==> config.mk <==
export PLATFORM = sky130hd
export DESIGN_NAME = rotator_replay_ctrl
export DESIGN_NICKNAME = d
export VERILOG_FILES = /design/src/rtl/rotator_pkg.sv /design/src/rtl/rotator_replay_ctrl.sv
export SDC_FILE = /design/constraint.sdc
export NUM_CORES = 1
export LEC_CHECK = 0
export ABC_AREA = 1
export ABC_CLOCK_PERIOD_IN_PS = 2900
export BUFFER_PORTS_ARGS = -buffer_cell sky130_fd_sc_hd__buf_2
export CORE_AREA = 2 2 49 51
export DETAILED_ROUTE_END_ITERATION = 16
export DIE_AREA = 0 0 51 53
export GPL_TIMING_DRIVEN = 0
export HOLD_SLACK_MARGIN = 0.06
export PLACE_DENSITY = 0.93
export SKIP_CTS_REPAIR_TIMING = 1
export SKIP_LAST_GASP = 1
export SLEW_MARGIN = 0
export SYNTH_ARGS = -nofsm -noshare
export SYNTH_HDL_FRONTEND = slang
export SYNTH_SLANG_ARGS = --single-unit
==> constraint.sdc <==
create_clock -name aclk -period 2.9 [get_ports aclk]
set_input_delay 0 -clock aclk [delete_from_list [all_inputs] [get_ports aclk]]
set_output_delay 0 -clock aclk [all_outputs]
set_load 0.005 [all_outputs]
==> src/rtl/rotator_pkg.sv <==
// **********************************************************
// weight rotator shared types
// header fields of a weight block, output sideband flags
// and the per-bank flag vector used by the bank handshake
// **********************************************************
`default_nettype none

package rotator_pkg;

  // word count and pass count field widths
  localparam int LEN_BITS = 8;
  localparam int REP_BITS = 4;

  // header beat taken from the low bits of the first word
  typedef struct packed {
    logic [LEN_BITS-1:0] len_1;
    logic [REP_BITS-1:0] reps_1;
  } hdr_t;

  // sideband carried with every output word
  typedef struct packed {
    logic is_first_word;
    logic is_last_pass;
  } out_user_t;

  // one bit per bank for both full and free
  typedef logic [1:0] bank_flags_t;

endpackage

`default_nettype wire
==> src/rtl/rotator_replay_ctrl.sv <==
// **********************************************************
// weight rotator replay controller
// claims the next full bank, reads it pass by pass while
// the output stage has room, tags each word with its pass
// flags and hands the bank back after the final pass
// **********************************************************
`timescale 1ns/100ps
`default_nettype none

module rotator_replay_ctrl #(
  parameter int DEPTH = 256
) (
  input  logic                       aclk,
  input  logic                       aresetn,
  input  rotator_pkg::bank_flags_t   i_full,
  input  rotator_pkg::hdr_t          i_hdr,
  input  logic                       i_space,
  output logic                       o_rd_bank,
  output logic                       o_take_rd,
  output logic                       o_release_rd,
  output logic                       o_rd_en,
  output logic [$clog2(DEPTH)-1:0]   o_rd_addr,
  output rotator_pkg::out_user_t     o_user,
  output logic                       o_last
);
  import rotator_pkg::*;

  localparam int AW = $clog2(DEPTH);

  typedef enum logic [1:0] {R_IDLE, R_REPLAY, R_RELEASE} rd_state_t;

  rd_state_t           state;
  logic                rd_bank_q;
  logic [LEN_BITS-1:0] word_cnt;
  logic [REP_BITS-1:0] pass_cnt;
  logic                end_of_pass;
  logic                end_of_block;
  out_user_t           cur_user;

  assign o_take_rd    = (state == R_IDLE) && i_full[rd_bank_q];
  assign o_release_rd = (state == R_RELEASE);
  assign o_rd_en      = (state == R_REPLAY) && i_space;
  assign o_rd_addr    = AW'(word_cnt);
  assign o_rd_bank    = rd_bank_q;

  // flags of the word being read this cycle
  assign end_of_pass            = (word_cnt == i_hdr.len_1);
  assign cur_user.is_first_word = (word_cnt == '0);
  assign cur_user.is_last_pass  = (pass_cnt == i_hdr.reps_1);
  assign end_of_block           = end_of_pass && cur_user.is_last_pass;

  always_ff @(posedge aclk) begin
    if (!aresetn) begin
      state     <= R_IDLE;
      rd_bank_q <= 1'b0;
      word_cnt  <= '0;
      pass_cnt  <= '0;
    end else begin
      case (state)
        R_IDLE: begin
          if (o_take_rd) begin
            state    <= R_REPLAY;
            word_cnt <= '0;
            pass_cnt <= '0;
          end
        end
        R_REPLAY: begin
          if (o_rd_en) begin
            if (end_of_pass) begin
              word_cnt <= '0;
              if (cur_user.is_last_pass) state <= R_RELEASE;
              else pass_cnt <= pass_cnt + 1'b1;
            end else begin
              word_cnt <= word_cnt + 1'b1;
            end
          end
        end
        // last read already issued so the bank goes back
        R_RELEASE: begin
          state     <= R_IDLE;
          rd_bank_q <= ~rd_bank_q;
        end
        default: state <= R_IDLE;
      endcase
    end
  end

  // delayed to line up with the memory read data
  always_ff @(posedge aclk) begin
    if (o_rd_en) begin
      o_user <= cur_user;
      o_last <= end_of_block;
    end
  end

endmodule

`default_nettype wire

==> flow_summary.yaml <==
synthesis:
  ys_seq_elements: 18
  synthTopCellsByCount: "nand2_1, nor2_1, inv_1"
  synthTopCellsByArea: "dfxtp_1, nand2_1, edfxtp_1, nor2_1, inv_1"
  syn_area_um2: 1152
  avgSynthCellArea_um2: 7.027
  ys_warn_count: 0
  ys_seq_area_share_pct: 33.88
  syn-num-nets: 184
  synth_edf_count: 3
  synthCells: 164
  ys_types: 26
  synth.most_common_cell: "nand2_1"
  async_reset_ff_share_pct: 0
  synth_flop_cell: "dfxtp_1"
  post-synth-top-area-cell: "dfxtp_1"
  synth.top_cell.area_share_pct: 26.06
power_and_ir_drop:
  pwr_density_cell_nw_per_um2: 380.8
  p_leak_uw: 0.0006879
  peakVddDrop_v: 0.0002575
clocking:
  cts-root-buf: "clkbuf_4"
  cts_sinks: 18
  cts_tree: "built"
  insertion_delay_ps: 280
  clk_pin_slew_ps: 100
  h-tree-depth: 1
  clk_path_buf_depth: 2
  cts_buffers: 3
setup_path:
  path_cells: "ha_1, nand2_1, nor2_1, nand2_1, nor3_1, nor3_2"
  ff2ff_setup_slack_ps: 1530
  path_class: "reg -> reg"
  startpoint_type: "flop"
  path_buf_inv: 0
  cp_common_cell: "nand2_1"
  cp_slowest_cell: "dfxtp_1"
  worstPathRequired_ps: 3080
  cp-end-kind: "flop"
  cp_data_arrival_time_ps: 1550
  cpPeakStageDelay_ps: 440
  cp_top_family: "simple AND/OR/NAND/NOR gates"
  worstPathMaxFanout: 6
sta:
  drv_slew: 0
  worstMarginPinSlew_ps: 239.1
  clock.fmax_mhz: 731.7
  whs_ps: 138.9
  period_needed_ps: 1367
  setup_viol: 0
  setup_slack_ps: 1533
  rsz0062_at_grt: "no"
  relSlewSlack_pct: 83.94
  finalSetupTns_ps: 0
  finalClockSkew_ps: 3.019
  post-route-period-util_pct: 47.12
  hold_viol_final: 0
layout:
  multiInputGateArea_um2: 656.9
  regArea_um2: 390.4
  diodes: 0
  drive_gt1_share_pct: 27.00
  nFillCells: 208
  nNetsFinal: 221
  area_growth_pct: 19.65
  design_area_um2: 1379
place:
  pre_cts_ws_ps: 1551
  place_area_um2: 1343
  numPortBuffers: 31
  dp_hpwl_um: 1814
  finalWeightedCongestion: 0.8032
floorplan:
  die_area_um2: 2703
  num_rows: 17
  ios: 32
  core_area_um2: 2148
  dieHeight_um: 53
  die_w_um: 51
  initial_core_util_pct: 53.64
route:
  drt_iter0_drc: 18
  drt-total-wl_um: 2221
  drc: 0
  wire_per_inst_um: 9.741
  vias: 1072
  vias_per_cell: 4.702
  ant_nets: 0
  drt-pass1-iter-count: 3
worst_hold_path:
  min_path_type: "in -> reg"
global_route:
  grt_antenna_before_repair: 0
  overflow: 0
  grt_pass1_vias: 991
  grt_usage_pct: 19.26
  grt_max_degree: 11
  grt_pass1_wl_um: 3905
flow_run:
  cap_violations: 0
status:
  status: "complete, no violations"
## flip-flops by register name, indices dropped and copies added (netlist names)
name,count
o_rd_bank,1
o_rd_addr,8
o_last,1
state,2
o_user,2
pass_cnt,4
## placed cells by master (no fill, tap or decap)
cell / n
nand3_1: 4
ha_1: 3
buf_2: 31
nand2_1: 49
inv_1: 21
nor2_8: 1
nand2_2: 4
xnor2_1: 5
nor3b_2: 1
dlygate4sd3_1: 1
edfxtp_1: 3
xor2_1: 5
and2_4: 1
a21oi_1: 7
dfxtp_1: 15
or2_2: 1
nor2b_1: 1
clkinv_1: 1
nor2_1: 22
o21ai_0: 4
nor3_2: 3
nand2_4: 1
nor2_4: 2
inv_2: 4
nand3_4: 1
o211ai_1: 1
clkbuf_4: 3
nor3_1: 2
nand4_1: 2
inv_8: 1
## worst register-to-register path, cell delays in order (launching register included)
cell and delay (ps):
dfxtp_1 440, ha_1 200, nand2_1 70, nor2_1 140, nand2_1 90, nor3_1 250, nor3_2 70
## cells by family after synthesis
logic type / count (synthesis) / share of synthesized area, %
and+or+nand+nor: 95 / 40.72
buffers and inverters: 26 / 9.120
DFF: 18 / 33.88
AOI/OAI and AO/OA: 12 / 5.429
xor gates and xnor gates: 10 / 7.600
adders and majority gates: 3 / 3.258
## worst paths after layout
path | start | endpoint | depth (start not counted)
setup / recovery | o_rd_addr[1] | o_rd_addr[6] | 6
hold / removal | i_space | state[1] | 5
setup reg to reg | o_rd_addr[1] | o_rd_addr[6] | 6
hold reg to reg | o_rd_bank | o_rd_bank | 2
## metal layers
layer  routed length, um  vias to the layer above  GRT usage (%)
met5                   0                        -              0
met4                  45                        0          11.71
met3                  79                        5          2.542
met2                1084                       21          34.85
met1                1012                      466          21.35
li1                    -                      580              -
## cell type report
cell class / count / area share [%]
well taps: 28 / 2.541
inverters: 26 / 7.623
multi-input cells: 120 / 47.64
clock buffers: 3 / 1.633
flip-flops and latches: 18 / 28.31
repair buffers: 32 / 11.98
clock inverters: 1 / 0.2722
## report_power, final
part / total, uW / internal (uW) / switching (uW)
Clock: 123 / 49.9 / 73.5
Sequential: 277 / 265 / 11.6
Combinational: 125 / 50.3 / 74.5
## per-stage QoR
stage	power (uW)	std cells	util (%)
global route	563.1	228	64.18
floorplan	369.7	164	-
detailed placement	407.1	223	62.49
CTS	530.5	227	63.72
finish	525.1	228	64.18
global placement	402.2	223	62.49
Note: power is estimated with default switching activity, not from simulation.
