File: config.mk
export PLATFORM = sky130hd
export DESIGN_NAME = rotator_out_skid
export DESIGN_NICKNAME = d
export VERILOG_FILES = /design/src/rtl/rotator_pkg.sv /design/src/rtl/rotator_out_skid.sv
export SDC_FILE = /design/constraint.sdc
export NUM_CORES = 1
export LEC_CHECK = 0
export BUFFER_PORTS_ARGS = -buffer_cell sky130_fd_sc_hd__buf_2
export CORE_MARGIN = 4
export CORE_UTILIZATION = 51
export CTS_CLUSTER_DIAMETER = 80
export DETAILED_ROUTE_END_ITERATION = 8
export PLACE_DENSITY_LB_ADDON = 0.25
export SYNTH_ARGS = -nofsm -noshare
export SYNTH_HDL_FRONTEND = slang
export SYNTH_SLANG_ARGS = --single-unit
File: constraint.sdc
create_clock -name aclk -period 2.3 [get_ports aclk]
set_input_delay 0 -clock aclk [delete_from_list [all_inputs] [get_ports aclk]]
set_output_delay 0 -clock aclk [all_outputs]
set_load 0.01 [all_outputs]
File: src/rtl/rotator_pkg.sv
// **********************************************************
// weight rotator shared types
// header fields of a weight block, output sideband flags
// and the per-bank flag vector used by the bank handshake
// **********************************************************
`default_nettype none

package rotator_pkg;

  // word count and pass count field widths
  localparam int LEN_BITS = 8;
  localparam int REP_BITS = 4;

  // header beat taken from the low bits of the first word
  typedef struct packed {
    logic [LEN_BITS-1:0] len_1;
    logic [REP_BITS-1:0] reps_1;
  } hdr_t;

  // sideband carried with every output word
  typedef struct packed {
    logic is_first_word;
    logic is_last_pass;
  } out_user_t;

  // one bit per bank for both full and free
  typedef logic [1:0] bank_flags_t;

endpackage

`default_nettype wire
File: src/rtl/rotator_out_skid.sv
// **********************************************************
// weight rotator output stage
// two-entry buffer behind the bank memory. tracks the read
// in flight and only grants a new read when the word it
// returns is sure to find a free entry
// **********************************************************
`timescale 1ns/100ps
`default_nettype none

module rotator_out_skid #(
  parameter int WORD_W = 16
) (
  input  logic                     aclk,
  input  logic                     aresetn,
  input  logic                     i_valid,
  input  logic [WORD_W-1:0]        i_data,
  input  rotator_pkg::out_user_t   i_user,
  input  logic                     i_last,
  output logic                     o_space,
  output logic                     o_m_valid,
  input  logic                     i_m_ready,
  output logic [WORD_W-1:0]        o_m_data,
  output rotator_pkg::out_user_t   o_m_user,
  output logic                     o_m_last
);
  import rotator_pkg::*;

  typedef struct packed {
    logic [WORD_W-1:0] data;
    out_user_t         user;
    logic              last;
  } entry_t;

  entry_t     buf_q [2];
  logic       wr_ptr;
  logic       rd_ptr;
  logic [1:0] count;
  logic       inflight;
  logic       push;
  logic       pop;
  logic [1:0] level;

  // i_valid is the read request and its data lands one cycle later
  assign push = inflight;
  assign pop  = o_m_valid && i_m_ready;

  // occupancy once the pending read has landed
  assign level   = count + 2'(inflight) - 2'(pop);
  assign o_space = (level <= 2'd1);

  always_ff @(posedge aclk) begin
    if (!aresetn) begin
      inflight <= 1'b0;
      count    <= '0;
      wr_ptr   <= 1'b0;
      rd_ptr   <= 1'b0;
    end else begin
      inflight <= i_valid;
      count    <= count + 2'(push) - 2'(pop);
      if (push) wr_ptr <= ~wr_ptr;
      if (pop) rd_ptr <= ~rd_ptr;
    end
  end

  always_ff @(posedge aclk) begin
    if (push) buf_q[wr_ptr] <= '{data: i_data, user: i_user, last: i_last};
  end

  assign o_m_valid = (count != 2'd0);
  assign o_m_data  = buf_q[rd_ptr].data;
  assign o_m_user  = buf_q[rd_ptr].user;
  assign o_m_last  = buf_q[rd_ptr].last;

endmodule

`default_nettype wire

==> results of run 1 <==
-- cell type report --
cell class / instances / area, sq um / share of cell area, %
sequential: 44 / 1260 / 56.3
timing repair buffer: 69 / 468 / 20.9
multi-input combinational: 35 / 395 / 17.7
tap: 44 / 55.1 / 2.46
clock buffer: 5 / 37.5 / 1.68
clock inverter: 3 / 13.8 / 0.615
inverter: 2 / 7.51 / 0.335
-- cells in the mapped netlist --
cell       n
mux2_4    10
xnor3_2    1
o21a_1     1
nand2_1    1
buf_6      2
or2_2      1
mux2i_1    2
nor2b_1    2
and2_1     3
mux2_1     1
mux2_2     8
inv_1      2
nor2b_2    1
ha_1       2
dfxtp_1    6
edfxtp_1  38
nand2b_1   1
o21a_2     1
-- registers in the layout, summed over array words and instances (netlist names), named ones only --
| signal | flops |
|---|---|
| buf_q | 38 |
| count | 2 |
| inflight | 1 |
| wr_ptr | 1 |
| rd_ptr | 1 |
-- cells in the final DEF, fill, tap and decap left out --
master          n
buf_4           3
mux2i_1         2
mux2_2          8
dlygate4sd3_1  23
clkinv_1        1
dfxtp_1         6
nand2_1         1
xnor3_2         1
mux2_1          1
clkinv_2        2
clkbuf_4        5
ha_1            2
edfxtp_1       38
or2_2           1
o21a_1          1
mux2_4         10
inv_1           2
nor2b_2         2
o21a_2          1
nand2b_1        1
and2_1          3
buf_2          43
nor2b_1         1
-- repair_timing --
item / 4_1_cts / 5_1_grt
hold buffers: 23 / 0
setup buffers: 0 / 0
endpoints found under the hold margin: 44 / 0
-- worst max-delay path, delay by kind of cell, from the launching register on --
family	cells	cell delay, ns
buffers and inverters	2	0.21
XOR/XNOR	1	0.26
AO/OA/AOI/OAI	1	0.24
adder cells (fa/ha/maj)	2	0.42
flip-flops	1	0.34
-- metrics by stage --
stage	instances	instance area, sq um	total power [mW]
after floorplan	83	1680	1.31
after global placement	171	1960	1.44
after detailed placement	171	1960	1.45
after CTS	202	2240	1.81
after global routing	202	2240	1.89
final	202	2240	1.79
-- kinds of logic (layout without fill, tap and decap cells) --
family / Yosys count / in the layout / share of synthesized area (%)
compound gates: 2 / 2 / 0.966
fa+ha+maj: 2 / 2 / 1.49
flops: 44 / 44 / 74.9
buf+inv: 4 / 79 / 1.78
simple gates: 9 / 9 / 3.34
mux: 21 / 21 / 16.1
xor+xnor: 1 / 1 / 1.41
-- routing by layer --
| metal | vias to the layer above | wire length (microns) | track usage, % |
|---|---|---|---|
| li1 | 459 | - | - |
| met1 | 455 | 1030 | 15.1 |
| met2 | 24 | 1520 | 25.8 |
| met4 | 0 | 50 | 6.22 |
| met3 | 7 | 146 | 5.81 |
| met5 | - | 0 | 0 |
-- how the worst min path moves through the flow --
| stage | start | endpoint | slack, ns |
|---|---|---|---|
| floorplan | i_last | buf_q[0][0]$_DFFE_PP_ | 0.1 |
| global placement | i_data[14] | buf_q[1][17]$_DFFE_PP_ | 0.19 |
| detailed placement | i_data[12] | buf_q[0][15]$_DFFE_PP_ | 0.19 |
| CTS | i_data[14] | buf_q[1][17]$_DFFE_PP_ | 0.35 |
| global route | i_data[2] | buf_q[1][5]$_DFFE_PP_ | 0.36 |
| finish | i_data[15] | buf_q[0][18]$_DFFE_PP_ | 0.38 |
-- where the power goes --
group | leakage [nW] | switching, mW | internal (mW)
clock network | 0.0324 | 0.223 | 0.112
logic | 0.463 | 0.198 | 0.291
registers | 0.398 | 0.0460 | 0.919
==> results.ini, run 1 <==
[setup_path]
cp_slowest_stage_delay_ns=0.34
path_cells=o21a_2, ha_1, inv_1, ha_1, xnor3_2, buf_2
r2r_end=count[1]$_SDFF_PN0_
r2r_slack_ns=0.81
crit_path_max_fanout=3
startpoint=count[1]$_SDFF_PN0_
critPathLaunchType=register
worst_setup_path_end_kind=output pin
critPathArrivalTime_ns=1.82
cp_common_cell=ha_1
r2r_start=count[1]$_SDFF_PN0_
cp-endpoint=o_space
path_class=reg -> out
slowest_stage=dfxtp_1
rr_worst_depth=6
required_ns=2.30

[logic_synthesis]
synth_top_area_cell=edfxtp_1
ys_ff_latch=44
synth_area_per_cell_sq_um=20.3
synth_fp_nets=108
synth_top_area_share_pct=67.8
yosysSeqAreaShare_pct=74.9
yosysWarningCount=0
synthCells=83
synthDistinctLibCells=18
synth_area_leaders=edfxtp_1 68%, mux2_4 8.9%, dfxtp_1 7.1%
synth_area_sq_mm=0.00168

[clocking]
clock-root-buffer=clkbuf_4
clk_latency_ns=0.34
ctsResizeCount=0
cts-buffers-inserted=5
clock_path_buffers=2
cts.sinks=44
cts_tree=yes
htreeDepth=2
path_clk_slew_ns=0.12

[die]
boundaryPins=44
dieArea_sq_mm=0.00429
die_w_microns=65.5
initial_core_util_pct=54.3
num_rows=20
core-area_sq_mm=0.00310
die_height_microns=65.5

[final_layout]
synthToLayoutAreaGrowth_pct=32.9
final_nets=182
diodes=0
drive_gt1_share_pct=48.1
fillers=226
fin_util_pct=72.1

[routing]
wl_per_cell_microns=13.6
postRouteAntennaNets=0
drc=0
drt-total-wl_microns=2750
avgViaCountPerCell=4.68
vias=945
first_iter_violations=22
first_pass_iters=2

[global_routing]
grt_max_degree=21
grt_usage_pct=14.6
antenna_found_initial=0
overflow=0
grt_pass1_vias=1015
grt_pass1_wl_microns=4420

[power_and_ir_drop]
power_density_mw_per_mm2=799
p_leak_nw=0.894
ir_drop_uv=594

[placed_design]
place_ws_ns=0.835
port_buffers=43
gp_congestion=0.681
hpwl_microns=1830

[worst_hold_path]
worstHoldPathCells=2
worstHoldPathType=in -> reg

[timing]
period_share_pct=79.2
drv_slew=0
finalHoldViolCount=0
slew_headroom_pct=64.4
fin_crit_ns=1.82
rsz0062_at_grt=no
worst_slew_pin_slew_ns=0.533
clock_skew_ns=0.00404
fmax_ghz=0.549
whs_ns=0.375
worst_slack_ns=0.479
setup_violations=0
timing.setup.tns_ns=0

[job]
maxCapViolations=0

[run_status]
outcome=finished clean

No activity file was read; power rests on OpenSTA's default activity.
==> run 2: changes to the inputs <==
--- a/config.mk
+++ b/config.mk
@@ -5,9 +5,10 @@
 export SDC_FILE = /design/constraint.sdc
 export NUM_CORES = 1
 export LEC_CHECK = 0
+export ABC_AREA = 1
 export BUFFER_PORTS_ARGS = -buffer_cell sky130_fd_sc_hd__buf_2
 export CORE_MARGIN = 4
-export CORE_UTILIZATION = 51
+export CORE_UTILIZATION = 46
 export CTS_CLUSTER_DIAMETER = 80
 export DETAILED_ROUTE_END_ITERATION = 8
 export PLACE_DENSITY_LB_ADDON = 0.25
==> constraint.sdc (replaced) <==
create_clock -name aclk -period 1.6 [get_ports aclk]
set_input_delay 0 -clock aclk [delete_from_list [all_inputs] [get_ports aclk]]
set_output_delay 0 -clock aclk [all_outputs]
set_load 0.01 [all_outputs]
==> run 2 against run 1 <==
  * Sequential power increased by 42%
  * Synthesized cell count grew 19%
  * Area after synthesis increased by 0.52%
  * Combinational power up 85%
  * Clock power increased by 100%
  * Wire length up 9.8%
  * First-iteration DRC count rose by 110%
  * Total power up 65%
  * Die area up 10%
  * Sequential share of layout area shrank 3.5 points
  * Hold slack worse by 0.34 ns
==> results.ini, run 2 <==
[run_status]
outcome=finished clean

[final_layout]
largest_register_ff_count=38
final_common_cell=buf_2
largest_register=buf_q
stdcell_area_sq_mm=0.00240
multi_input_area_sq_um=412
reg.largest.list=buf_q x38, count x2
layout_common_cells=42 x buf_2, 38 x edfxtp_1, 22 x dlygate4sd3_1
seqCellArea_sq_mm=0.00127
drive_gt1_share_pct=51.4
diodes=0
final_cells=227
synthToLayoutAreaGrowth_pct=41.5
final_nets=205
fillers=252

[setup_path]
rr_worst_depth=10
crit_path_max_fanout=2
cp_slowest_stage_delay_ns=0.36
slowest_stage=dfxtp_4
r2r_slack_ns=0.19
worst-path-buf-inv=3
critPathLaunchType=register
path_class=reg -> out
critPathArrivalTime_ns=1.56
crit_family=adder cells
r2r_end=count[1]$_SDFF_PN0_
required_ns=1.60
r2r_start=count[0]$_SDFF_PN0_
startpoint=count[0]$_SDFF_PN0_
path_cells=nor2_4, nor2_4, ha_4, inv_4, ha_4, inv_2, nand2_2, nand2_2, buf_6
worst_setup_path_end_kind=output pin

[logic_synthesis]
synth_compound_area_share_pct=0
synth_xor_xnor_area_share_pct=0
synth-main-ff-cell=edfxtp_1
synth_top_family_by_area=multiplexers
yosysMostFrequentCell=edfxtp_1
synth_fp_nets=124
async_flop_share_pct=0
synth_edf_count=38
yosysSeqAreaShare_pct=74.5
synth-simple-area-share_pct=4.88
synthMuxAreaShare_pct=14.9
synth_fa_ha_area_share_pct=1.48
yosysWarningCount=0
synthDistinctLibCells=12
synth_top_area_share_pct=67.4
synthCells=99
synth_area_per_cell_sq_um=17.1
synth_area_sq_mm=0.00169
netlist_top_cells_count=38 x edfxtp_1, 11 x inv_1, 10 x mux2_4, 10 x nand2_1, 9 x mux2_2
synth_top_area_cell=edfxtp_1
ys_ff_latch=44
synth_area_leaders=edfxtp_1 67%, mux2_4 8.9%, dfxtp_1 7.1%

[worst_hold_path]
worstHoldPathType=in -> reg
worstHoldPathCells=4
hp-start=i_m_ready
holdPathEnd=rd_ptr$_SDFFE_PN0P_

[clocking]
cts.sinks=44
clock-root-buffer=clkbuf_8
clock_path_buffers=2
cts-buffers-inserted=5
cts_tree=yes
clk_latency_ns=0.28
path_clk_slew_ns=0.07
htreeDepth=2

[placed_design]
port_buffers=43
gp_congestion=0.600
placed_area_sq_mm=0.00198
hpwl_microns=2040
dp_cells=192

[routing]
drt-total-wl_microns=3020
first_iter_violations=47
wl_per_cell_microns=13.3
vias=1028
postRouteAntennaNets=0
first_pass_iters=4
avgViaCountPerCell=4.53
drc=0

[timing]
fmax_ghz=0.639
timing.setup.tns_ns=0
rsz0062_at_grt=yes
worst_slew_pin_slew_ns=0.297
drv_slew=0
slew_headroom_pct=80.2
setup_violations=0
finalHoldViolCount=0
clock_skew_ns=0.00381
fin_crit_ns=1.56
period_share_pct=97.8

[global_routing]
overflow=0
grt_usage_pct=13.9
antenna_found_initial=0
grt_pass1_wl_microns=4510
grt_max_degree=14
grt_pass1_vias=1042

[die]
dieArea_sq_mm=0.00471
initial_core_util_pct=49.2
die_w_microns=68.7
core-area_sq_mm=0.00344
num_rows=21
die_height_microns=68.7
boundaryPins=44

[power_and_ir_drop]
power_density_mw_per_mm2=1230
p_leak_nw=0.991
power_mw=2.96
ir_drop_uv=843

[job]
maxCapViolations=0

## run 2: cell count changes after synthesis, sizes merged
cell,change
and2,-3
inv,+9
mux2i,-2
nand2,+9
nand2b,-1
nand3,+2
nor2,+8
nor2b,-3
nor3,+1
o21a,-2
or2,-1
xnor3,-1
## run 2: through the flow
step           hold WS [ns]  utilization (%)  setup slack, ns
6_report             0.0303             69.6           0.0352
4_1_cts              0.0143             67.8          0.00346
3_5_place_dp          0.192             57.6            0.221
5_1_grt              0.0473             69.6          -0.0346
2_1_floorplan        0.0935                -          0.00178
3_3_place_gp          0.188             57.6            0.382
## run 2: per-layer routing
layer / part of all wire, % / global-route usage (%) / up-vias / wire length [microns]
met3: 6.8 / 5.51 / 8 / 204
met2: 53 / 24.1 / 35 / 1590
met4: 2.5 / 6.95 / 0 / 75
met5: 0 / 0 / - / 0
met1: 38 / 14.4 / 477 / 1150
li1: - / - / 508 / -
## run 2: kinds of logic (layout without fill, tap and decap cells)
logic type / Yosys count / count (layout)
DFF: 44 / 44
adders and majority gates: 2 / 2
and+or+nand+nor: 21 / 21
muxes: 19 / 19
buffers and inverters: 13 / 95
## run 2: worst max-delay path by stage
stage / endpoint / slack, ns / cells after the start
after global placement: buf_q[0][1]$_DFFE_PP_ / 0.38 / 3
after global routing: o_space / -0.03 / 9
final: o_space / 0.04 / 9
after CTS: o_space / 0.003 / 8
after floorplan: buf_q[0][0]$_DFFE_PP_ / 0.002 / 2
after detailed placement: count[1]$_SDFF_PN0_ / 0.22 / 8
## run 2: worst register-to-register path: cells and delay by family, from the launching register on
kind	cells	cell delay (ns)
adders and majority gates	2	0.41
DFF	1	0.36
and+or+nand+nor	5	0.34
buffers and inverters	3	0.18
## run 2: layout make-up
class                   count  area share, %
multi-input cells          42           17.2
flip-flops and latches     44           52.8
well taps                  46           2.40
inverters                  11           1.83
clock inverters             2          0.418
clock buffers               6           3.45
repair buffers             76           21.9
## run 2: what timing repair did
action	4_1_cts	5_1_grt
hold buffers	22	0
gates resized for setup	7	10
setup endpoints to repair	1	1
buffers inserted	3	2
hold endpoints to repair	43	0
pin swaps	2	6
## run 2: where the power goes
| part | internal [mW] | switching [mW] |
|---|---|---|
| clock | 0.344 | 0.335 |
| sequential | 1.33 | 0.0407 |
| combinational | 0.484 | 0.422 |
