==> src/rtl/rotator_pkg.sv <==
// **********************************************************
// weight rotator shared types
// header fields of a weight block, output sideband flags
// and the per-bank flag vector used by the bank handshake
// **********************************************************
`default_nettype none

package rotator_pkg;

  // word count and pass count field widths
  localparam int LEN_BITS = 8;
  localparam int REP_BITS = 4;

  // header beat taken from the low bits of the first word
  typedef struct packed {
    logic [LEN_BITS-1:0] len_1;
    logic [REP_BITS-1:0] reps_1;
  } hdr_t;

  // sideband carried with every output word
  typedef struct packed {
    logic is_first_word;
    logic is_last_pass;
  } out_user_t;

  // one bit per bank for both full and free
  typedef logic [1:0] bank_flags_t;

endpackage

`default_nettype wire
==> src/rtl/rotator_write_ctrl.sv <==
// **********************************************************
// weight rotator write controller
// accepts the header beat of a block, fills the next free
// bank with its weight words and marks that bank full.
// owns the full/free flag registers of both banks
// **********************************************************
`timescale 1ns/100ps
`default_nettype none

module rotator_write_ctrl #(
  parameter int WORD_W = 16,
  parameter int DEPTH  = 256
) (
  input  logic                       aclk,
  input  logic                       aresetn,
  input  logic                       i_s_valid,
  output logic                       o_s_ready,
  input  logic [WORD_W-1:0]          i_s_data,
  input  logic                       i_s_last,
  input  logic                       i_take_rd,
  input  logic                       i_release_rd,
  input  logic                       i_rd_bank,
  output rotator_pkg::bank_flags_t   o_full,
  output rotator_pkg::hdr_t          o_rd_hdr,
  output logic                       o_wr_en,
  output logic                       o_wr_bank,
  output logic [$clog2(DEPTH)-1:0]   o_wr_addr,
  output logic [WORD_W-1:0]          o_wr_data
);
  import rotator_pkg::*;

  localparam int AW = $clog2(DEPTH);

  typedef enum logic [1:0] {W_IDLE, W_HEADER, W_WRITE} wr_state_t;

  wr_state_t           state;
  bank_flags_t         full_q;
  bank_flags_t         free_q;
  hdr_t                hdr_q [2];
  logic                wr_bank_q;
  logic [LEN_BITS-1:0] wr_cnt;
  logic                s_hs;
  logic                take_wr;
  logic                last_word;

  // block length comes from the count and i_s_last is only a marker
  assign o_s_ready = (state == W_HEADER) || (state == W_WRITE);
  assign s_hs      = i_s_valid && o_s_ready;
  assign take_wr   = s_hs && (state == W_HEADER);
  assign last_word = s_hs && (state == W_WRITE) && (wr_cnt == hdr_q[wr_bank_q].len_1);

  always_ff @(posedge aclk) begin
    if (!aresetn) begin
      state     <= W_IDLE;
      wr_bank_q <= 1'b0;
      wr_cnt    <= '0;
    end else begin
      case (state)
        // wait until the reader has given this bank back
        W_IDLE: if (free_q[wr_bank_q]) state <= W_HEADER;
        W_HEADER: begin
          if (s_hs) begin
            state  <= W_WRITE;
            wr_cnt <= '0;
          end
        end
        W_WRITE: begin
          if (last_word) begin
            state     <= W_IDLE;
            wr_bank_q <= ~wr_bank_q;
          end else if (s_hs) begin
            wr_cnt <= wr_cnt + 1'b1;
          end
        end
        default: state <= W_IDLE;
      endcase
    end
  end

  // header of the block being written into this bank
  always_ff @(posedge aclk) begin
    if (take_wr) hdr_q[wr_bank_q] <= hdr_t'(i_s_data[$bits(hdr_t)-1:0]);
  end

  always_ff @(posedge aclk) begin
    if (!aresetn) begin
      full_q <= '0;
      free_q <= '1;
    end else begin
      for (int b = 0; b < 2; b++) begin
        if (last_word && (wr_bank_q == 1'(b))) full_q[b] <= 1'b1;
        else if (i_take_rd && (i_rd_bank == 1'(b))) full_q[b] <= 1'b0;
        if (take_wr && (wr_bank_q == 1'(b))) free_q[b] <= 1'b0;
        else if (i_release_rd && (i_rd_bank == 1'(b))) free_q[b] <= 1'b1;
      end
    end
  end

  assign o_full    = full_q;
  assign o_rd_hdr  = hdr_q[i_rd_bank];
  assign o_wr_en   = s_hs && (state == W_WRITE);
  assign o_wr_bank = wr_bank_q;
  assign o_wr_addr = AW'(wr_cnt);
  assign o_wr_data = i_s_data;

endmodule

`default_nettype wire

==> config.mk <==
export PLATFORM = sky130hd
export DESIGN_NAME = rotator_write_ctrl
export DESIGN_NICKNAME = d
export VERILOG_FILES = /design/src/rtl/rotator_pkg.sv /design/src/rtl/rotator_write_ctrl.sv
export SDC_FILE = /design/constraint.sdc
export NUM_CORES = 1
export LEC_CHECK = 0
export BUFFER_PORTS_ARGS = -buffer_cell sky130_fd_sc_hd__buf_2
export CORE_MARGIN = 4
export CORE_UTILIZATION = 56
export CTS_BUF_LIST = sky130_fd_sc_hd__clkbuf_8
export DETAILED_ROUTE_END_ITERATION = 16
export PLACE_DENSITY = 0.9
export SYNTH_ARGS = -nofsm -noshare
export SYNTH_HDL_FRONTEND = slang
export SYNTH_SLANG_ARGS = --single-unit
export TNS_END_PERCENT = 5
==> constraint.sdc <==
create_clock -name aclk -period 3.9 [get_ports aclk]
set_clock_uncertainty 0.1 [all_clocks]
set_input_delay 0.39 -clock aclk [delete_from_list [all_inputs] [get_ports aclk]]
set_output_delay 0.39 -clock aclk [all_outputs]
set_load 0.05 [all_outputs]
==> results of run 1 <==
kinds of logic (layout without fill, tap and decap cells):
logic type,count (synthesis),after routing,synth area share
xor+xnor,7,7,0.0308
simple gates,43,43,0.112
buf+inv,27,68,0.0885
fa+ha+maj,5,5,0.0314
compound gates,27,27,0.0916
flops,40,40,0.522
mux,23,23,0.123
per-stage QoR:
| step | util | area, um^2 |
|---|---|---|
| 6_report | 0.666 | 2260 |
| 5_1_grt | 0.666 | 2260 |
| 4_1_cts | 0.666 | 2260 |
| 3_5_place_dp | 0.639 | 2170 |
| 3_3_place_gp | 0.639 | 2170 |
| 2_1_floorplan | - | 1990 |
layout by cell type, fill, tap and decap left out:
cell	count
and2_1	2
or2_2	3
and3_1	2
inv_1	7
a221oi_1	1
dfxtp_1	16
nor2_1	10
nand2_1	9
a21oi_1	7
nand3_1	9
nand3b_1	2
or3_1	1
xor2_1	7
nand4_1	1
nor3_1	1
clkbuf_8	5
ha_1	5
nand4_2	2
mux2_2	12
o211ai_1	1
a22o_1	6
o31ai_1	2
buf_2	54
clkinv_4	1
o21ai_2	1
o21ai_0	6
clkinvlp_4	1
mux2i_1	11
nand2b_1	1
a31oi_1	2
edfxtp_1	24
o211ai_2	1
metal layers:
layer,up-vias,routed length (um),GRT usage
met2,60,1880,0.315
li1,689,-,-
met5,-,0,0
met4,0,78,0.0987
met1,679,1580,0.217
met3,7,330,0.0516
critical path: stages (launching register included):
cell and delay [ns]:
dfxtp_1 0.63, mux2i_1 0.31, mux2i_1 0.28, nand4_2 0.19, o211ai_2 0.46, nor2_1 0.14, a22o_1 0.23
registers in the layout (all words and copies together), names as in the netlist, named ones only:
name,flops
o_wr_addr,8
state,2
o_full,2
o_wr_bank,1
hdr_q,24
free_q,2
layout make-up:
| class | count | area [um^2] | share of cell area |
|---|---|---|---|
| sequential | 40 | 1040 | 0.461 |
| multi-input combinational | 105 | 776 | 0.344 |
| timing repair buffer | 54 | 270 | 0.120 |
| clock buffer | 5 | 68.8 | 0.0305 |
| tap | 46 | 57.6 | 0.0255 |
| inverter | 6 | 22.5 | 0.00998 |
| clock inverter | 3 | 20.0 | 0.00887 |
worst paths after layout:
path / depth (start not counted) / slack, ns / start / to
worst max register to register: 6 / 1.44 / flip-flop / o_wr_addr[3]
worst min register to register: 2 / 0.39 / o_full[1] / o_full[1]
worst min-delay path: 1 / 0.19 / i_s_data[1] / hdr_q[1][1]
worst max-delay path: 6 / 1.44 / flip-flop / o_wr_addr[3]
power groups by stage:
stage | Sequential (mW) | Combinational [mW] | Clock, mW
2_1_floorplan | 0.489 | 0.195 | 0
3_3_place_gp | 0.489 | 0.221 | 0
3_5_place_dp | 0.490 | 0.224 | 0
4_1_cts | 0.481 | 0.226 | 0.275
5_1_grt | 0.483 | 0.243 | 0.298
6_report | 0.481 | 0.225 | 0.268
==> key figures, run 1 <==
Pwr
  – Power Total: 0.974 mW
  – Worst VDD drop: 0.000298 V
  – Net Sw Frac: 0.322
  – Cell Pwr Density: 432 nW/um^2
  – P_sw: 0.314 mW
  – P_leak: 0.925 nW
  – Internal power: 0.660 mW
  – Clock share of power: 0.276
  – Register share of total power: 0.494
  – Combinational share of power: 0.231

Synthesis
  – Top FF cell, synth: edfxtp_1
  – Synth cell types: 31
  – Number of synthesized flops with an enable pin: 24
  – Synth cell count leaders: 24 x edfxtp_1, 16 x buf_4, 16 x dfxtp_1
  – Asr flop ratio synth: 0
  – #FFs+latches synth: 40
  – Ys Warns: 0
  – Sequential element share of the synthesized area: 0.522
  – Area share of the largest cell type after synthesis: 0.362
  – Synth Area per Inst: 11.6 um^2
  – Synth Net Count: 200
  – Top-count cell post-synth: edfxtp_1
  – Mapped Area: 1990 um^2
  – Top post-synthesis cells by area: edfxtp_1 36%, dfxtp_1 16%, mux2_2 6.8%, buf_4 6.0%, mux2i_1 5.5%
  – Biggest area consumer among synthesized cells: edfxtp_1
  – Syn Inst Count: 172

Worst setup path
  – Crit. End Element: flip-flop
  – Setup Crit Path Kind: flip-flop to flip-flop
  – CP arrival: 2.54 ns
  – Startpoint Class: flip-flop
  – Critical Path RT: 3.99 ns
  – Max Fanout on Critical Path: 11

Die
  – Ports: 64
  – DIE WIDTH: 67.7 um
  – Core area: 3390 um^2
  – Die area: 4580 um^2
  – FP Rows: 21
  – Die Y-Extent: 67.7 um
  – Initial core utilization: 0.588

Timing
  – Max transition margin: 0.273
  – # setup viols final: 0
  – Minimum clock period: 2.46 ns
  – Post-route setup slack: 1.44 ns
  – Worst slew pin tran: 1.09 ns
  – Fin. Hold Viols: 0
  – Final setup TNS: 0 ns
  – Slew Viols, Final: 0
  – RSZ-0062 raised after global routing: no
  – Peak Freq: 407 MHz
  – Hold WS: 0.192 ns
  – Final Cycle Share: 0.630

Clock tree
  – CTS Buffer Depth: 2
  – Clock slew at reported path FFs: 0.08 ns
  – H-tree depth: 2
  – Post-CTS sizing: 0
  – Clock sinks: 40
  – CTS Buf Count: 5
  – Worst skew pair latency: 0.29 ns
  – CTS tree: done
  – CTS Hold Buffers Added: 0
  – Setup Buffers After CTS: 0
  – Root buf cell: clkbuf_8

Global routing
  – Total global routing track utilization: 0.188
  – First-pass GRT wire length: 6.26 mm
  – Gr ovfl total: 0
  – Pin count of the biggest net entering global routing: 17
  – Vias in the first global route: 1420
  – Initial antenna violation count: 0

Finish
  – Final net count: 240
  – Fraction of layout cells with a size suffix above 1: 0.376
  – Area delta synth->final: 13.2%
  – Layout fillers: 267
  – Cell Count, Final, Fillers Out: 259
  – Diodes inserted: 0

Placement
  – Pre-CTS setup slack: 1.47 ns
  – Buffers on Ports: 54
  – Placed instance count: 251
  – Post-DP HPWL: 2.86 mm
  – Gpl congestion: 0.785

Detailed routing
  – Detailed Route Iter0 Violations: 83
  – Avg Vias per Cell: 5.54
  – Detailed-route DRC error count: 0
  – Routed len/inst: 14.9 um
  – Post-DRT Antenna Nets: 0
  – Drt total wl: 3.87 mm
  – Via count: 1435
  – DRT Pass-1 Iters: 4

Min path
  – Min-Delay Path Class: input port to flip-flop

Flow run
  – Maxcap violations: 0

Status
  – Status: finished, final reports clean
(Power assumes the default switching activity.)
==> inputs of run 2 (changes only) <==
--- a/config.mk
+++ b/config.mk
@@ -5,12 +5,13 @@
 export SDC_FILE = /design/constraint.sdc
 export NUM_CORES = 1
 export LEC_CHECK = 0
+export ABC_AREA = 1
 export BUFFER_PORTS_ARGS = -buffer_cell sky130_fd_sc_hd__buf_2
 export CORE_MARGIN = 4
-export CORE_UTILIZATION = 56
+export CORE_UTILIZATION = 53
 export CTS_BUF_LIST = sky130_fd_sc_hd__clkbuf_8
 export DETAILED_ROUTE_END_ITERATION = 16
-export PLACE_DENSITY = 0.9
+export PLACE_DENSITY = 0.85
 export SYNTH_ARGS = -nofsm -noshare
 export SYNTH_HDL_FRONTEND = slang
 export SYNTH_SLANG_ARGS = --single-unit
==> constraint.sdc (replaced) <==
create_clock -name aclk -period 2.4 [get_ports aclk]
set_clock_uncertainty 0.1 [all_clocks]
set_input_delay 0.24 -clock aclk [delete_from_list [all_inputs] [get_ports aclk]]
set_output_delay 0.24 -clock aclk [all_outputs]
set_load 0.05 [all_outputs]
==> run 2 against run 1 <==
Worst setup slack lost 1.1 ns. First-iteration DRC count grew 39%. Synthesized area grew 7.0%. Total power grew 120%. Sequential power grew 73%. Critical endpoint is now o_wr_addr[0]. Utilization shrank 1.9 points.
==> key figures, run 2 <==
Worst setup path
  – Startpoint Class: flip-flop
  – Critical Path RT: 2.52 ns
  – Worst r2r path cells: 12
  – Reg2Reg Setup Slack: 0.36 ns
  – Setup Crit Path Kind: flip-flop to flip-flop
  – Crit. End Element: flip-flop
  – CP arrival: 2.15 ns
  – Max Fanout on Critical Path: 13

Die
  – Die area: 5100 um^2
  – Core area: 3770 um^2
  – Initial core utilization: 0.566
  – DIE WIDTH: 71.4 um
  – FP Rows: 22
  – Ports: 64
  – Die Y-Extent: 71.4 um

Detailed routing
  – Avg Vias per Cell: 5.00
  – Top Metal Used: met4
  – Met2 wire len: 2.22 mm
  – Metal-1 WL: 1.86 mm
  – DRT Pass-1 Iters: 4
  – Via count: 1780
  – Detailed-route DRC error count: 0
  – Met3 wire length: 271 um
  – Routed len/inst: 12.3 um
  – Post-DRT Antenna Nets: 0
  – Drt total wl: 4.40 mm
  – Detailed Route Iter0 Violations: 115

Synthesis
  – Top post-synthesis cells by area: edfxtp_1 34%, nand2_1 15%, dfxtp_1 15%, buf_4 6.0%, nand3_1 5.2%
  – Asr flop ratio synth: 0
  – Ys Warns: 0
  – Biggest area consumer among synthesized cells: edfxtp_1
  – Syn Inst Count: 265
  – Top FF cell, synth: edfxtp_1
  – Number of synthesized flops with an enable pin: 24
  – Area share of the largest cell type after synthesis: 0.338
  – Synth Net Count: 293
  – Mapped Area: 2130 um^2
  – Synth cell types: 26
  – Synth Area per Inst: 8.05 um^2
  – Synth cell count leaders: 87 x nand2_1, 25 x inv_1, 24 x edfxtp_1
  – #FFs+latches synth: 40
  – Top-count cell post-synth: nand2_1
  – Sequential element share of the synthesized area: 0.488

Pwr
  – P_leak: 1.11 nW
  – Power Total: 2.17 mW
  – Worst VDD drop: 0.000419 V
  – Cell Pwr Density: 888 nW/um^2

Finish
  – Most flop-heavy register: hdr_q
  – Area delta synth->final: 14.3%
  – Most common cell after layout, fill and taps aside: nand2_1
  – Final Core Density: 0.647
  – Largest register FFs: 24
  – Fraction of layout cells with a size suffix above 1: 0.240
  – Layout fillers: 321
  – Commonest non-fill, non-tap cells in the layout: 87 x nand2_1, 54 x buf_2, 25 x inv_1, 24 x edfxtp_1, 22 x nand3_1
  – Diodes inserted: 0
  – Design area: 2440 um^2
  – Final net count: 335

Timing
  – # setup viols final: 0
  – Final setup TNS: 0 ns
  – Minimum clock period: 2.04 ns
  – Fin. Hold Viols: 0
  – Slew Viols, Final: 0
  – Worst slew pin tran: 0.417 ns
  – Peak Freq: 491 MHz
  – RSZ-0062 raised after global routing: no
  – Max transition margin: 0.721
  – Final Cycle Share: 0.849

Global routing
  – Pin count of the biggest net entering global routing: 21
  – Total global routing track utilization: 0.179
  – First-pass GRT wire length: 7.27 mm
  – Gr ovfl total: 0
  – Vias in the first global route: 1677
  – Initial antenna violation count: 0

Clock tree
  – Clock sinks: 40
  – CTS tree: done
  – H-tree depth: 2
  – Worst skew pair latency: 0.29 ns
  – Setup Buffers After CTS: 0
  – CTS Buffer Depth: 2
  – Clock slew at reported path FFs: 0.08 ns
  – Root buf cell: clkbuf_8
  – CTS Hold Buffers Added: 0
  – Post-CTS sizing: 0
  – CTS Buf Count: 5

Placement
  – Gpl congestion: 0.896
  – Buffers on Ports: 54
  – Post-DP Area: 2320 um^2
  – Post-DP HPWL: 3.30 mm

Min path
  – Min-Delay Path Class: input port to flip-flop
  – Worst hold path stage count: 1

Status
  – Status: finished, final reports clean

Flow run
  – Maxcap violations: 0
[run 2: area by class of cell]
type	instances	area, um^2	share of cell area
timing repair buffer	57	293	0.120
clock buffer	5	68.8	0.0282
inverter	27	101	0.0416
multi-input combinational	176	828	0.340
clock inverter	3	46.3	0.0190
sequential	40	1040	0.427
tap	48	60.1	0.0246
[run 2: critical path, cell delays in order (launching register included)]
cell and delay [ns]:
dfxtp_1 0.32, inv_1 0.12, ha_1 0.31, nand2_1 0.13, a21oi_2 0.11, nand2_1 0.08, nor2_2 0.11, nand3_2 0.08
nand2_2 0.11, nand2_4 0.11, nand2_1 0.14, nand2_1 0.08, a21oi_1 0.13
[run 2: logic make-up after synthesis]
group	after synthesis	share of synthesized area
AOI/OAI and AO/OA	32	0.0780
xor gates and xnor gates	1	0.00411
adders and majority gates	5	0.0293
buffers and inverters	49	0.124
DFF	40	0.488
and+or+nand+nor	138	0.277
[run 2: through the flow]
step	hold slack, ns	setup WS [ns]	cells
CTS	0.0358	0.371	356
floorplan	0.239	0.204	265
global route	0.0300	0.165	356
detailed placement	0.341	0.436	348
finish	0.0397	0.363	356
global placement	0.339	0.488	348
[run 2: final timing paths]
kind | from | to
setup reg to reg | state[0] | o_wr_addr[0]
hold / removal | i_s_data[6] | hdr_q[1][6]
setup / recovery | state[0] | o_wr_addr[0]
hold reg to reg | state[1] | state[1]
[run 2: report_power, final]
group          internal [mW]  switching [mW]  total, mW  leakage [nW]
clock network          0.313           0.240      0.553        0.0548
logic                  0.203           0.575      0.779         0.710
registers              0.792          0.0422      0.834         0.347
total                   1.31           0.857       2.17          1.11
[run 2: layer usage]
| layer | up-vias | track usage |
|---|---|---|
| met5 | - | 0 |
| met4 | 0 | 0.0689 |
| met3 | 5 | 0.0519 |
| met2 | 54 | 0.310 |
| met1 | 796 | 0.209 |
| li1 | 925 | - |
==> inputs of run 3 (changes only) <==
--- a/config.mk
+++ b/config.mk
@@ -5,13 +5,13 @@
 export SDC_FILE = /design/constraint.sdc
 export NUM_CORES = 1
 export LEC_CHECK = 0
-export ABC_AREA = 1
+export ABC_AREA = 0
 export BUFFER_PORTS_ARGS = -buffer_cell sky130_fd_sc_hd__buf_2
 export CORE_MARGIN = 4
-export CORE_UTILIZATION = 53
+export CORE_UTILIZATION = 52
 export CTS_BUF_LIST = sky130_fd_sc_hd__clkbuf_8
 export DETAILED_ROUTE_END_ITERATION = 16
-export PLACE_DENSITY = 0.85
+export PLACE_DENSITY = 0.84
 export SYNTH_ARGS = -nofsm -noshare
 export SYNTH_HDL_FRONTEND = slang
 export SYNTH_SLANG_ARGS = --single-unit
==> constraint.sdc (replaced) <==
create_clock -name aclk -period 2.05 [get_ports aclk]
set_clock_uncertainty 0.1 [all_clocks]
set_input_delay 0.205 -clock aclk [delete_from_list [all_inputs] [get_ports aclk]]
set_output_delay 0.205 -clock aclk [all_outputs]
set_load 0.05 [all_outputs]
==> run 3 against run 2 <==
The run now ends with negative setup slack left. Wire length fell by 7.0%. Hold slack lost 0.031 ns. Largest cell class unchanged. Total power decreased by 12%. Largest power group unchanged. Critical path type unchanged. Clock power shrank 7.1%.
==> key figures, run 3 (synthesis gave the netlist of run 1 again) <==
Status
  – Status: finished, violations left
  – Failing checks: negative setup slack

Finish
  – Cell Count, Final, Fillers Out: 274
  – Register area: 1040 um^2
  – Commonest non-fill, non-tap cells in the layout: 54 x buf_2, 24 x edfxtp_1, 15 x dfxtp_1, 12 x mux2_2, 10 x mux2i_1
  – Diodes inserted: 0
  – Area delta synth->final: 21.8%
  – Most common cell after layout, fill and taps aside: buf_2
  – Area occupied by multi-input gates: 826 um^2
  – Layout fillers: 294
  – Largest register FFs: 24
  – Most flop-heavy register: hdr_q
  – Final net count: 253
  – Fraction of layout cells with a size suffix above 1: 0.434
  – Design area: 2430 um^2

Global routing
  – Gr ovfl total: 0
  – Initial antenna violation count: 0
  – Pin count of the biggest net entering global routing: 17
  – Total global routing track utilization: 0.164
  – Vias in the first global route: 1355
  – First-pass GRT wire length: 6.27 mm

Die
  – FP Rows: 22
  – Die area: 4890 um^2
  – Die Y-Extent: 69.9 um
  – Core area: 3690 um^2
  – Ports: 64
  – DIE WIDTH: 69.9 um
  – Initial core utilization: 0.540

Clock tree
  – H-tree depth: 2
  – CTS Buffer Depth: 2
  – Worst skew pair latency: 0.30 ns
  – CTS tree: done
  – CTS Buf Count: 5
  – Clock slew at reported path FFs: 0.08 ns
  – Clock sinks: 40
  – Root buf cell: clkbuf_8

Pwr
  – P_leak: 0.985 nW
  – Combinational share of power: 0.248
  – Cell Pwr Density: 782 nW/um^2
  – Power Total: 1.90 mW
  – Net Sw Frac: 0.328
  – Register share of total power: 0.482
  – Worst VDD drop: 0.000497 V
  – Internal power: 1.28 mW
  – P_sw: 0.624 mW
  – Clock share of power: 0.270

Detailed routing
  – Drt total wl: 4.09 mm
  – Routed len/inst: 14.9 um
  – Detailed-route DRC error count: 0
  – DRT Pass-1 Iters: 5
  – Detailed Route Iter0 Violations: 99
  – Via count: 1461
  – Post-DRT Antenna Nets: 0
  – Avg Vias per Cell: 5.33

Timing
  – Post-route setup slack: -0.00495 ns
  – Peak Freq: 487 MHz
  – RSZ-0062 raised after global routing: yes
  – Slew Viols, Final: 0
  – Final Cycle Share: 1.00
  – Fin. Hold Viols: 0
  – Max transition margin: 0.742
  – # setup viols final: 1
  – Final setup TNS: -0.00495 ns
  – Minimum clock period: 2.05 ns
  – Worst slew pin tran: 0.387 ns

Placement
  – Post-DP Area: 2220 um^2
  – Gpl congestion: 0.765
  – Post-DP HPWL: 2.81 mm
  – Placed instance count: 259
  – Buffers on Ports: 54
  – Pre-CTS setup slack: 0.0166 ns

Min path
  – Min-Delay Path Class: input port to flip-flop
  – Min-delay src: i_s_data[9]

Worst setup path
  – Crit. End Element: flip-flop
  – Setup Crit Path Kind: flip-flop to flip-flop
  – CP arrival: 2.15 ns
  – Startpoint Class: flip-flop
  – Critical Path RT: 2.15 ns
  – Max Fanout on Critical Path: 6

Flow run
  – Maxcap violations: 0
[run 3: path summary, 6_finish.rpt]
kind / slack, ns / end / depth (start not counted)
max: -0.005 / o_wr_addr[5] / 7
min: 0.009 / hdr_q[0][9] / 1
max reg2reg: -0.005 / o_wr_addr[5] / 7
min reg2reg: 0.38 / o_full[0] / 2
[run 3: area by class of cell]
class | instances | share of cell area
Clock buffer | 5 | 0.0283
Tap cell | 48 | 0.0247
Inverter | 6 | 0.00927
Timing Repair Buffer | 67 | 0.161
Clock inverter | 3 | 0.00773
Sequential cell | 40 | 0.429
Multi-Input combinational cell | 105 | 0.340
[run 3: per-stage QoR]
step                      utilization  hold slack (ns)
after floorplan                     -            0.181
after global placement          0.603            0.303
after detailed placement        0.603            0.307
after CTS                       0.641          0.00122
after global routing            0.658          0.00244
final                           0.658          0.00853
[run 3: routing by layer]
metal | global-route usage | routed length, um | share of wire
met1 | 0.200 | 1730 | 0.42
met2 | 0.272 | 2060 | 0.50
met3 | 0.0489 | 234 | 0.057
met4 | 0.0660 | 64 | 0.016
met5 | 0 | 0 | 0
[run 3: power groups by stage]
stage               registers, mW  clock network, mW  logic (mW)
global placement            0.930                  0       0.431
finish                      0.915              0.514       0.471
global route                0.918              0.566       0.502
CTS                         0.915              0.522       0.453
floorplan                   0.931                  0       0.378
detailed placement          0.932                  0       0.438
[run 3: critical path: stages, from the launching register on]
cell and delay [ns]:
dfxtp_2 0.34, buf_6 0.12, mux2i_2 0.24, mux2i_1 0.27
nand4_2 0.23, o211ai_4 0.31, nor2_1 0.12, a22o_1 0.22
[run 3: timing repair]
item / 4_1_cts / 5_1_grt
pin swaps: 0 / 4
hold buffers: 4 / 2
gates resized for setup: 2 / 10
setup endpoints to repair: 2 / 12
setup buffers: 0 / 1
hold endpoints to repair: 8 / 4
